<file path="src/hdl/dram_scrub_pkg.sv">
// ------------------------------
// DRAM scrub shared definitions
// Widths, register map, control word fields, ID words
// ------------------------------
package dram_scrub_pkg;

   // ------------------------------
   // Widths
   // ------------------------------
   localparam int ADDR_W     = 64;
   // One data beat is 512 bits
   localparam int BEAT_BYTES = 64;
   localparam int APB_ADDR_W = 8;

   // ------------------------------
   // Register map
   // ------------------------------
   // Control word, read/write
   localparam logic [7:0] REG_CTL0    = 8'h00;
   // Status word, read only
   localparam logic [7:0] REG_STATUS0 = 8'h04;

   // ------------------------------
   // Control word fields
   // ------------------------------
   // Per-channel scrub enables
   localparam int CTL_EN_A_BIT    = 0;
   localparam int CTL_EN_B_BIT    = 1;

   // Debug readout of the scrub address on the ID outputs
   localparam int CTL_DBG_EN_BIT  = 31;
   // 3-bit channel select, only 1 picks channel B
   localparam int CTL_DBG_SEL_LSB = 28;

   // ------------------------------
   // ID words
   // ------------------------------
   // Shown on id0/id1 while debug readout is off
   localparam logic [31:0] CL_ID0_VAL = 32'hF000_1D0F;
   localparam logic [31:0] CL_ID1_VAL = 32'h1D51_FEDD;

endpackage

</file>
<file path="src/hdl/core_rst_sync.sv">
// ------------------------------
// Core reset synchronizer
// ------------------------------
`timescale 1ns/10ps

module core_rst_sync
(
   input  logic clk,
   input  logic sync_rst_n,
   output logic core_rst_n
);

   logic [3:0] rst_pipe;
   logic       pipe_rst_n;
   logic       pre_core_rst_n;

   // Plain four-stage pipe, eases placement of the reset source
   always_ff @(posedge clk)
   begin
      rst_pipe <= {rst_pipe[2:0], sync_rst_n};
   end

   assign pipe_rst_n = rst_pipe[3];

   // Asserts as soon as the pipe output drops, releases two edges later
   always_ff @(posedge clk or negedge pipe_rst_n)
   begin
      if (!pipe_rst_n)
      begin
         pre_core_rst_n <= 1'b0;
         core_rst_n     <= 1'b0;
      end
      else
      begin
         pre_core_rst_n <= 1'b1;
         core_rst_n     <= pre_core_rst_n;
      end
   end

endmodule

</file>
<file path="src/hdl/scrub_cfg_regs.sv">
// ------------------------------
// Scrub configuration registers
// APB slave for the control word and status, plus FLR acknowledge
// ------------------------------
`timescale 1ns/10ps

module scrub_cfg_regs
(
   input  logic                                clk,
   input  logic                                core_rst_n,

   input  logic                                psel,
   input  logic                                penable,
   input  logic                                pwrite,
   input  logic [dram_scrub_pkg::APB_ADDR_W-1:0] paddr,
   input  logic [31:0]                         pwdata,
   output logic                                pready,
   output logic [31:0]                         prdata,
   output logic                                pslverr,

   input  logic [31:0]                         status0,

   input  logic                                flr_assert,
   output logic                                flr_done,

   output logic                                scrub_en_a,
   output logic                                scrub_en_b,
   output logic                                dbg_en,
   output logic [2:0]                          dbg_sel
);

   import dram_scrub_pkg::*;

   logic [31:0] ctl0;
   logic        access;
   logic        hit_ctl0;
   logic        hit_status0;
   logic        flr_assert_q;

   // ------------------------------
   // APB decode
   // ------------------------------
   assign access      = psel && penable;
   assign hit_ctl0    = (paddr == REG_CTL0);
   assign hit_status0 = (paddr == REG_STATUS0);

   // No wait states
   assign pready  = access;
   assign pslverr = access && !(hit_ctl0 || hit_status0);

   always_comb
   begin
      prdata = 32'd0;
      if (access && !pwrite)
      begin
         if (hit_ctl0)
            prdata = ctl0;
         else if (hit_status0)
            prdata = status0;
      end
   end

   // Control word, updated on the edge that ends the access phase
   always_ff @(posedge clk or negedge core_rst_n)
   begin
      if (!core_rst_n)
         ctl0 <= 32'd0;
      else if (access && pwrite && hit_ctl0)
         ctl0 <= pwdata;
   end

   // Field slices
   assign scrub_en_a = ctl0[CTL_EN_A_BIT];
   assign scrub_en_b = ctl0[CTL_EN_B_BIT];
   assign dbg_en     = ctl0[CTL_DBG_EN_BIT];
   assign dbg_sel    = ctl0[CTL_DBG_SEL_LSB +: 3];

   // ------------------------------
   // FLR acknowledge
   // ------------------------------
   // Toggles while the request is held, so a one-cycle request gives one pulse
   always_ff @(posedge clk or negedge core_rst_n)
   begin
      if (!core_rst_n)
      begin
         flr_assert_q <= 1'b0;
         flr_done     <= 1'b0;
      end
      else
      begin
         flr_assert_q <= flr_assert;
         flr_done     <= flr_assert_q && !flr_done;
      end
   end

endmodule

</file>
<file path="src/hdl/ddr_scrubber.sv">
// ------------------------------
// DDR scrubber, one channel
// Walks the memory in bursts and issues one write request per burst
// ------------------------------
`timescale 1ns/10ps

module ddr_scrubber
#(
   parameter logic [dram_scrub_pkg::ADDR_W-1:0] SCRB_MAX_ADDR         = 'h1FFF,
   parameter int                                SCRB_BURST_LEN_MINUS1 = 15
)
(
   input  logic                              clk,
   input  logic                              core_rst_n,

   input  logic                              scrub_en,

   // Write request stream
   input  logic                              wr_ready,
   output logic                              wr_valid,
   output logic [dram_scrub_pkg::ADDR_W-1:0] wr_addr,

   // Progress for the status block
   output logic [dram_scrub_pkg::ADDR_W-1:0] scrub_addr,
   output logic                              scrub_done
);

   import dram_scrub_pkg::*;

   // Address step covered by one burst
   localparam logic [ADDR_W-1:0] BURST_BYTES =
      ADDR_W'((SCRB_BURST_LEN_MINUS1 + 1) * BEAT_BYTES);

   logic              accept;
   logic [ADDR_W-1:0] next_addr;

   assign accept    = wr_valid && wr_ready;
   assign next_addr = scrub_addr + BURST_BYTES;

   // Request address only moves on acceptance, so it holds while stalled
   assign wr_addr = scrub_addr;

   // ------------------------------
   // Walker
   // ------------------------------
   always_ff @(posedge clk or negedge core_rst_n)
   begin
      if (!core_rst_n)
      begin
         scrub_addr <= '0;
         scrub_done <= 1'b0;
         wr_valid   <= 1'b0;
      end
      else if (!scrub_en)
      begin
         // Rearm for the next enable
         scrub_addr <= '0;
         scrub_done <= 1'b0;
         wr_valid   <= 1'b0;
      end
      else if (accept)
      begin
         scrub_addr <= next_addr;
         if (next_addr > SCRB_MAX_ADDR)
         begin
            scrub_done <= 1'b1;
            wr_valid   <= 1'b0;
         end
      end
      else if (!scrub_done)
      begin
         // First request one cycle after the enable is seen
         wr_valid <= 1'b1;
      end
   end

endmodule

</file>
<file path="src/hdl/scrub_status_mux.sv">
// ------------------------------
// Scrub status and ID outputs
// ------------------------------
`timescale 1ns/10ps

module scrub_status_mux
(
   input  logic                              clk,
   input  logic                              core_rst_n,

   input  logic                              dbg_en,
   input  logic [2:0]                        dbg_sel,

   input  logic [dram_scrub_pkg::ADDR_W-1:0] scrub_addr_a,
   input  logic [dram_scrub_pkg::ADDR_W-1:0] scrub_addr_b,
   input  logic                              scrub_done_a,
   input  logic                              scrub_done_b,

   input  logic [1:0]                        ddr_ready,

   output logic [31:0]                       id0,
   output logic [31:0]                       id1,
   output logic [31:0]                       status0
);

   import dram_scrub_pkg::*;

   logic [ADDR_W-1:0] dbg_addr;
   logic [1:0]        ddr_ready_q;

   // Only select 1 picks channel B, anything else shows channel A
   assign dbg_addr = (dbg_sel == 3'd1) ? scrub_addr_b : scrub_addr_a;

   // ------------------------------
   // ID words
   // ------------------------------
   always_ff @(posedge clk)
   begin
      id0 <= dbg_en ? dbg_addr[31:0] : CL_ID0_VAL;
      id1 <= dbg_en ? dbg_addr[ADDR_W-1:32] : CL_ID1_VAL;
   end

   // ------------------------------
   // Status word
   // ------------------------------
   // Bits 1:0 done flags, bits 5:4 sampled memory ready
   always_ff @(posedge clk or negedge core_rst_n)
   begin
      if (!core_rst_n)
      begin
         ddr_ready_q <= 2'b00;
         status0     <= 32'd0;
      end
      else
      begin
         ddr_ready_q <= ddr_ready;
         status0     <= {26'd0, ddr_ready_q, 2'b00, scrub_done_b, scrub_done_a};
      end
   end

endmodule

</file>
<file path="src/hdl/dram_scrub_top.sv">
// ------------------------------
// Two-channel DRAM scrub controller
// ------------------------------
`timescale 1ns/10ps

module dram_scrub_top
#(
   parameter logic [dram_scrub_pkg::ADDR_W-1:0] SCRB_MAX_ADDR         = 'h1FFF,
   parameter int                                SCRB_BURST_LEN_MINUS1 = 15
)
(
   input  logic                                  clk,
   input  logic                                  sync_rst_n,

   // APB slave
   input  logic                                  psel,
   input  logic                                  penable,
   input  logic                                  pwrite,
   input  logic [dram_scrub_pkg::APB_ADDR_W-1:0] paddr,
   input  logic [31:0]                           pwdata,
   output logic                                  pready,
   output logic [31:0]                           prdata,
   output logic                                  pslverr,

   input  logic                                  flr_assert,
   output logic                                  flr_done,

   // Channel A write requests
   output logic                                  wr_valid_a,
   output logic [dram_scrub_pkg::ADDR_W-1:0]     wr_addr_a,
   input  logic                                  wr_ready_a,

   // Channel B write requests
   output logic                                  wr_valid_b,
   output logic [dram_scrub_pkg::ADDR_W-1:0]     wr_addr_b,
   input  logic                                  wr_ready_b,

   input  logic [1:0]                            ddr_ready,
   output logic [31:0]                           id0,
   output logic [31:0]                           id1
);

   import dram_scrub_pkg::*;

   logic              core_rst_n;
   logic              scrub_en_a;
   logic              scrub_en_b;
   logic              dbg_en;
   logic [2:0]        dbg_sel;
   logic [31:0]       status0;
   logic [ADDR_W-1:0] scrub_addr_a;
   logic [ADDR_W-1:0] scrub_addr_b;
   logic              scrub_done_a;
   logic              scrub_done_b;

   core_rst_sync core_rst_sync_i
   (
      .clk        (clk),
      .sync_rst_n (sync_rst_n),
      .core_rst_n (core_rst_n)
   );

   scrub_cfg_regs scrub_cfg_regs_i
   (
      .clk        (clk),
      .core_rst_n (core_rst_n),
      .psel       (psel),
      .penable    (penable),
      .pwrite     (pwrite),
      .paddr      (paddr),
      .pwdata     (pwdata),
      .pready     (pready),
      .prdata     (prdata),
      .pslverr    (pslverr),
      .status0    (status0),
      .flr_assert (flr_assert),
      .flr_done   (flr_done),
      .scrub_en_a (scrub_en_a),
      .scrub_en_b (scrub_en_b),
      .dbg_en     (dbg_en),
      .dbg_sel    (dbg_sel)
   );

   // ------------------------------
   // Scrubbers
   // ------------------------------
   ddr_scrubber
   #(
      .SCRB_MAX_ADDR         (SCRB_MAX_ADDR),
      .SCRB_BURST_LEN_MINUS1 (SCRB_BURST_LEN_MINUS1)
   )
   ddr_scrubber_a_i
   (
      .clk        (clk),
      .core_rst_n (core_rst_n),
      .scrub_en   (scrub_en_a),
      .wr_ready   (wr_ready_a),
      .wr_valid   (wr_valid_a),
      .wr_addr    (wr_addr_a),
      .scrub_addr (scrub_addr_a),
      .scrub_done (scrub_done_a)
   );

   ddr_scrubber
   #(
      .SCRB_MAX_ADDR         (SCRB_MAX_ADDR),
      .SCRB_BURST_LEN_MINUS1 (SCRB_BURST_LEN_MINUS1)
   )
   ddr_scrubber_b_i
   (
      .clk        (clk),
      .core_rst_n (core_rst_n),
      .scrub_en   (scrub_en_b),
      .wr_ready   (wr_ready_b),
      .wr_valid   (wr_valid_b),
      .wr_addr    (wr_addr_b),
      .scrub_addr (scrub_addr_b),
      .scrub_done (scrub_done_b)
   );

   scrub_status_mux scrub_status_mux_i
   (
      .clk          (clk),
      .core_rst_n   (core_rst_n),
      .dbg_en       (dbg_en),
      .dbg_sel      (dbg_sel),
      .scrub_addr_a (scrub_addr_a),
      .scrub_addr_b (scrub_addr_b),
      .scrub_done_a (scrub_done_a),
      .scrub_done_b (scrub_done_b),
      .ddr_ready    (ddr_ready),
      .id0          (id0),
      .id1          (id1),
      .status0      (status0)
   );

endmodule

</file>
<file path="config.mk">
export PLATFORM = sky130hd
export DESIGN_NAME = dram_scrub_top
export DESIGN_NICKNAME = d
export VERILOG_FILES = /design/src/hdl/dram_scrub_pkg.sv /design/src/hdl/core_rst_sync.sv /design/src/hdl/scrub_cfg_regs.sv /design/src/hdl/ddr_scrubber.sv /design/src/hdl/scrub_status_mux.sv /design/src/hdl/dram_scrub_top.sv
export SDC_FILE = /design/constraint.sdc
export NUM_CORES = 1
export LEC_CHECK = 0
export BUFFER_PORTS_ARGS = -buffer_cell sky130_fd_sc_hd__buf_2
export CAP_MARGIN = 5
export CORE_MARGIN = 5
export CORE_UTILIZATION = 40
export DETAILED_ROUTE_END_ITERATION = 10
export HOLD_SLACK_MARGIN = 0.08
export SYNTH_ARGS = -nofsm -noshare
export SYNTH_HDL_FRONTEND = slang
export SYNTH_SLANG_ARGS = --single-unit
</file>
<file path="constraint.sdc">
create_clock -name clk -period 8.95 [get_ports clk]
set_input_delay 1.79 -clock clk [delete_from_list [all_inputs] [get_ports clk]]
set_output_delay 1.79 -clock clk [all_outputs]
set_load 0.01 [all_outputs]
</file>
### Word-level counts from Yosys, hierarchy flattened

Cells that the tools add are included.

| storage, ports and cells | value |
|---|---|
| word-level logic and storage cells | 69 |
| register bits | 242 |

| operators by class | value |
|---|---|
| muxes and demuxes | 22 |
| reductions and logical operators | 17 |
| eq/ne operators | 10 |
| magnitude comparators | 2 |
| add/sub/neg operators | 2 |

Operators with widths:

| operator | number |
|---|---|
| 64-bit 2-to-1 mux | 5 |
| 64-bit by 11-bit adder with 64-bit output (second input constant) | 2 |
| 64-bit by 13-bit > comparator with 1-bit output (second input constant) | 2 |
| 32-bit 2-to-1 mux | 2 |
| 1-bit 2-to-1 mux | 14 |
| 3-bit inequality test (second input constant) | 4 |
| 8-bit by 3-bit == test with 1-bit output (second input constant) | 1 |
| 1-bit logical AND | 8 |
| 8-bit logical NOT | 1 |
| 2-bit by 1-bit inequality test with 1-bit output (second input constant) | 4 |
| 2-bit AND reduction | 4 |
| 6-bit 2-to-1 mux | 1 |
| 3-bit by 1-bit == test with 1-bit output (second input constant) | 1 |
| 1-bit logical NOT | 3 |
| 1-bit logical OR | 1 |

### Logic depth before layout (Yosys ltp)

| depth | value |
|---|---|
| depth after elaboration | 5 |
| depth in mapped cells | 11 |
| mapped depth without buffers | 9 |

### By module

From an unflattened synthesis, not the netlist that was laid out.

| second synthesis, totals | value |
|---|---|
| cell total of the unflattened synthesis | 1,630 |
| area total of the unflattened synthesis | 14,779.2 um2 |

Modules (own cells, without submodules):

| module | times used | cells each | area an instance (um2) |
|---|---|---|---|
| ddr_scrubber (ddr_scrubber_b_i) | 1 | 581 | 4,789.6 |
| ddr_scrubber (ddr_scrubber_a_i) | 1 | 570 | 4,764.6 |
| scrub_status_mux | 1 | 319 | 3,118.0 |
| scrub_cfg_regs | 1 | 153 | 1,973.1 |
| core_rst_sync | 1 | 7 | 133.9 |

### Least setup slack after synthesis

OpenSTA, ideal clock, no wires.

| timing path | value |
|---|---|
| path type | in2out |
| start | input port paddr[5] in the netlist's numbering |
| end | output port prdata[11] |
| data required time | 7.160 ns |
| arrival | 3.135 ns |
| path buffers | 1 |
| slack | 4.025 ns |
| stages on the path | 5 |
| cells stage by stage | nor4_1 > nand4_1 > nor2_1 > clkbuf_1 > and2_1 |

| between the ends | value |
|---|---|
| cells in the longest elaborated chain, start to end | 3 |

Ends and longest elaborated chain:

| element | line | source |
|---|---|---|
| from (decl) | dram_scrub_top.sv:19 | `input logic [dram_scrub_pkg::APB_ADDR_W-1:0] paddr,` |
| 8-bit logical NOT | scrub_cfg_regs.sv:44 | `assign hit_ctl0 = (paddr == REG_CTL0);` |
| 32-bit 2-to-1 mux | scrub_cfg_regs.sv:56 | `if (hit_ctl0)` |
| 32-bit 2-to-1 mux | scrub_cfg_regs.sv:54 | `if (access && !pwrite)` |
| to (decl) | dram_scrub_top.sv:22 | `output logic [31:0] prdata,` |

No other way between the ends.

### Final worst setup path

| timing path | value |
|---|---|
| start | input port paddr[4] in the netlist's numbering |
| end | output port prdata[21] |

Same word-level chain as after synthesis.

==> metrics.md <==
| Metric | Value |
|---|---|
| Routed len/inst | `21.54 microns` |
| Async SR Flop Fraction | `72.30%` |
| Top-area cell type share of the netlist area | `31.17%` |
| Leakage Power | `0.006398 uW` |
| Unrepaired setup endpoints after global routing | `no` |
| Pin count of the biggest net entering global routing | `68` |
| Number of setup buffers added after CTS | `0` |
| # diodes | `0` |
| Core area | `30,590 sq um` |
| Total global routing overflow | `0` |
| Initial antenna violation count | `0` |
| IO Port Bufs | `253` |
| R2R depth | `9` |
| Die Wd | `185.8 microns` |
| Max Root-Sink Buffers | `3` |
| WP data required | `7.16 ns` |
| Initial DRC count | `857` |
| Worst-skew pair later-pin latency | `0.53 ns` |
| # DRC | `0` |
| First-pass GRT wire length | `66,810 microns` |
| WP data arrival | `3.49 ns` |
| Final Non-Filler Cells | `2,003` |
| Hold buffers post-CTS | `1` |
| PostCTS Resize Cnt | `0` |
| Ports | `279` |
| Top_reg_cell synth | `dfrtp_1` |
| Post-synth EDFFs | `0` |
| FMAX | `0.1894 GHz` |
| Hold Crit Class | `reg2async` |
| Pwr Density | `140.3 nW/um^2` |
| Area growth syn-to-layout | `16.44%` |
| Die area | `34,530 sq um` |
| All-layer global routing usage | `24.49%` |
| Vias per cell | `5.611` |
| WL final | `43,140 microns` |
| Maxcap violations | `0` |
| Vias in the first global route | `11.00k` |
| Rows | `64` |
| Most frequent cell after synthesis | `nand2_1` |
| Unique masters post-synth | `72` |
| Peak supply drop | `0.1273 mV` |
| Cells after synthesis | `1,417` |
| Commonest cells in the netlist | `175 x nand2_1, 154 x dfrtp_1, 127 x and2_1, 88 x nand3_1, 75 x xnor2_1` |
| CTS tree | `yes` |
| NumNets Final | `1,642` |
| Status | `completed` |
| Skew final | `0.01132 ns` |
| Max_slew headroom | `22.24%` |
| CTS HTree Levels | `1` |
| Root Buffer | `clkbuf_16` |
| Placed Cells | `1,955` |
| Hold Vio Cnt, Final | `0` |
| Final Max Tran Viols | `0` |
| GPL Wtd Cong | `0.9334` |
| Seq/Total Area, Yosys | `40.72%` |
| CP Max Fanout | `23` |
| Post-Syn Area | `12,360 sq um` |
| Synthesized area per cell | `8.726 sq um` |
| Ys Warns | `0` |
| Final HPWL DP | `31,470 microns` |
| Worst slew pin tran | `1.165 ns` |
| Worst setup SP type | `input port` |
| Minimum clock period | `5.281 ns` |
| FF+latch count, synth | `213` |
| CTS clk-pin slew, worst paths | `0.06 ns` |
| Fraction of layout cells with a size suffix above 1 | `22.65%` |
| Initial Util | `40.42%` |
| Vias post-DR | `11.24k` |
| ANT nets after route | `0` |
| Drt first pass iters | `5` |
| Clock sink count | `213` |
| Ranking of synthesized cells by area | `dfrtp_1 31%, dfxtp_1 9.6%, and2_1 6.4%` |
| CP Class | `in2out` |
| Chip height | `185.8 microns` |
| CTS Buf Count | `25` |
| Fin Setup TNS | `0 ns` |
| Final period utilization | `59.00%` |
| Final setup fails | `0` |
| Crit end category | `output port` |
| Leading area contributor after synthesis | `dfrtp_1` |
[layout make-up]
type | count | area, sq um
clock inverters | 10 | 88.84
flip-flops and latches | 213 | 5039
fillers | 3037 | 16190
multi-input cells | 1060 | 6616
well taps | 396 | 495.5
repair buffers | 264 | 1351
clock buffers | 36 | 716.9
inverters | 24 | 90.09
[metrics by stage]
| step | power (uW) | utilization (%) | worst slack, ns | hold WS (ns) | cell area, sq um |
|---|---|---|---|---|---|
| CTS | 2047 | 47.04 | 3.078 | 0.3113 | 14390 |
| finish | 2020 | 47.07 | 3.669 | 0.2978 | 14400 |
| global placement | 1038 | 44.38 | 3.229 | 0.0001520 | 13570 |
| global route | 2090 | 47.07 | 3.514 | 0.3340 | 14400 |
| detailed placement | 1038 | 44.38 | 3.079 | 0.002245 | 13570 |
| floorplan | 1022 | - | 4.025 | -0.004987 | 12450 |
[layout by cell type (no fill, tap or decap), types with 11 or more instances in the layout]
cell type,n
a21oi_1,33
mux2_2,31
dfrtp_1,153
nor4_1,25
xnor2_1,75
xor2_1,47
and3_1,21
nor2_1,64
conb_1,26
and2_1,126
inv_1,24
nand3_1,88
nor3_1,47
nand2_1,174
a21boi_0,18
or3_1,25
buf_2,253
o211ai_1,11
clkbuf_16,25
dfxtp_1,59
o21ai_0,36
and4_1,15
nand4_1,69
[report_power, final]
part           switching, uW  internal, uW
Sequential              6.29           966
Clock                    415           586
Combinational           32.2          14.8
[cell families (layout without fill, tap and decap cells)]
family	Yosys count	in the layout	synth area share, %
compound gates	154	154	8.227
xor+xnor	122	122	8.642
fa+ha+maj	4	4	0.4048
buf+inv	168	334	6.527
flops	213	213	40.72
mux	46	46	4.098
other cells	2	26	0.06074
simple gates	708	708	31.32
[worst max-delay path: stages]
cell and delay (ns):
buf_2 0.12, nor4_1 0.41, nand4_1 0.32, nor2_1 0.29, buf_4 0.27, and2_1 0.15, buf_2 0.13
[routing by layer]
metal	wire length, microns	part of all wire, %	vias up	global-route usage, %
met5	0	0	-	0
met4	1393	3.2	0	6.995
met3	3548	8.2	73	4.905
met2	19590	45	476	39.19
met1	18610	43	5470	33.84
li1	-	-	5219	-
[flip-flops by register name, indices dropped and copies added (netlist names), 2 cells and up]
name / count
ddr_scrubber_a_i.scrub_addr: 54
ddr_scrubber_b_i.scrub_addr: 54
scrub_cfg_regs_i.ctl0: 32
scrub_status_mux_i.id1: 32
scrub_status_mux_i.id0: 23
core_rst_sync_i.rst_pipe: 4
scrub_status_mux_i.status0: 4
scrub_status_mux_i.ddr_ready_q: 2
[worst paths after layout]
kind                       slack, ns                              end                       startpoint
max reg2reg                     5.41      ddr_scrubber_b_i.scrub_done  ddr_scrubber_b_i.scrub_addr[11]
min in group clk                0.33      core_rst_sync_i.rst_pipe[3]      core_rst_sync_i.rst_pipe[2]
max                             3.67                       prdata[21]                         paddr[4]
min                             0.30  ddr_scrubber_a_i.scrub_addr[25]       core_rst_sync_i.core_rst_n
min reg2reg                     0.30  ddr_scrubber_a_i.scrub_addr[25]       core_rst_sync_i.core_rst_n
max in group asynchronous       7.35  ddr_scrubber_b_i.scrub_addr[49]       core_rst_sync_i.core_rst_n
No activity file was read; power rests on OpenSTA's default activity.
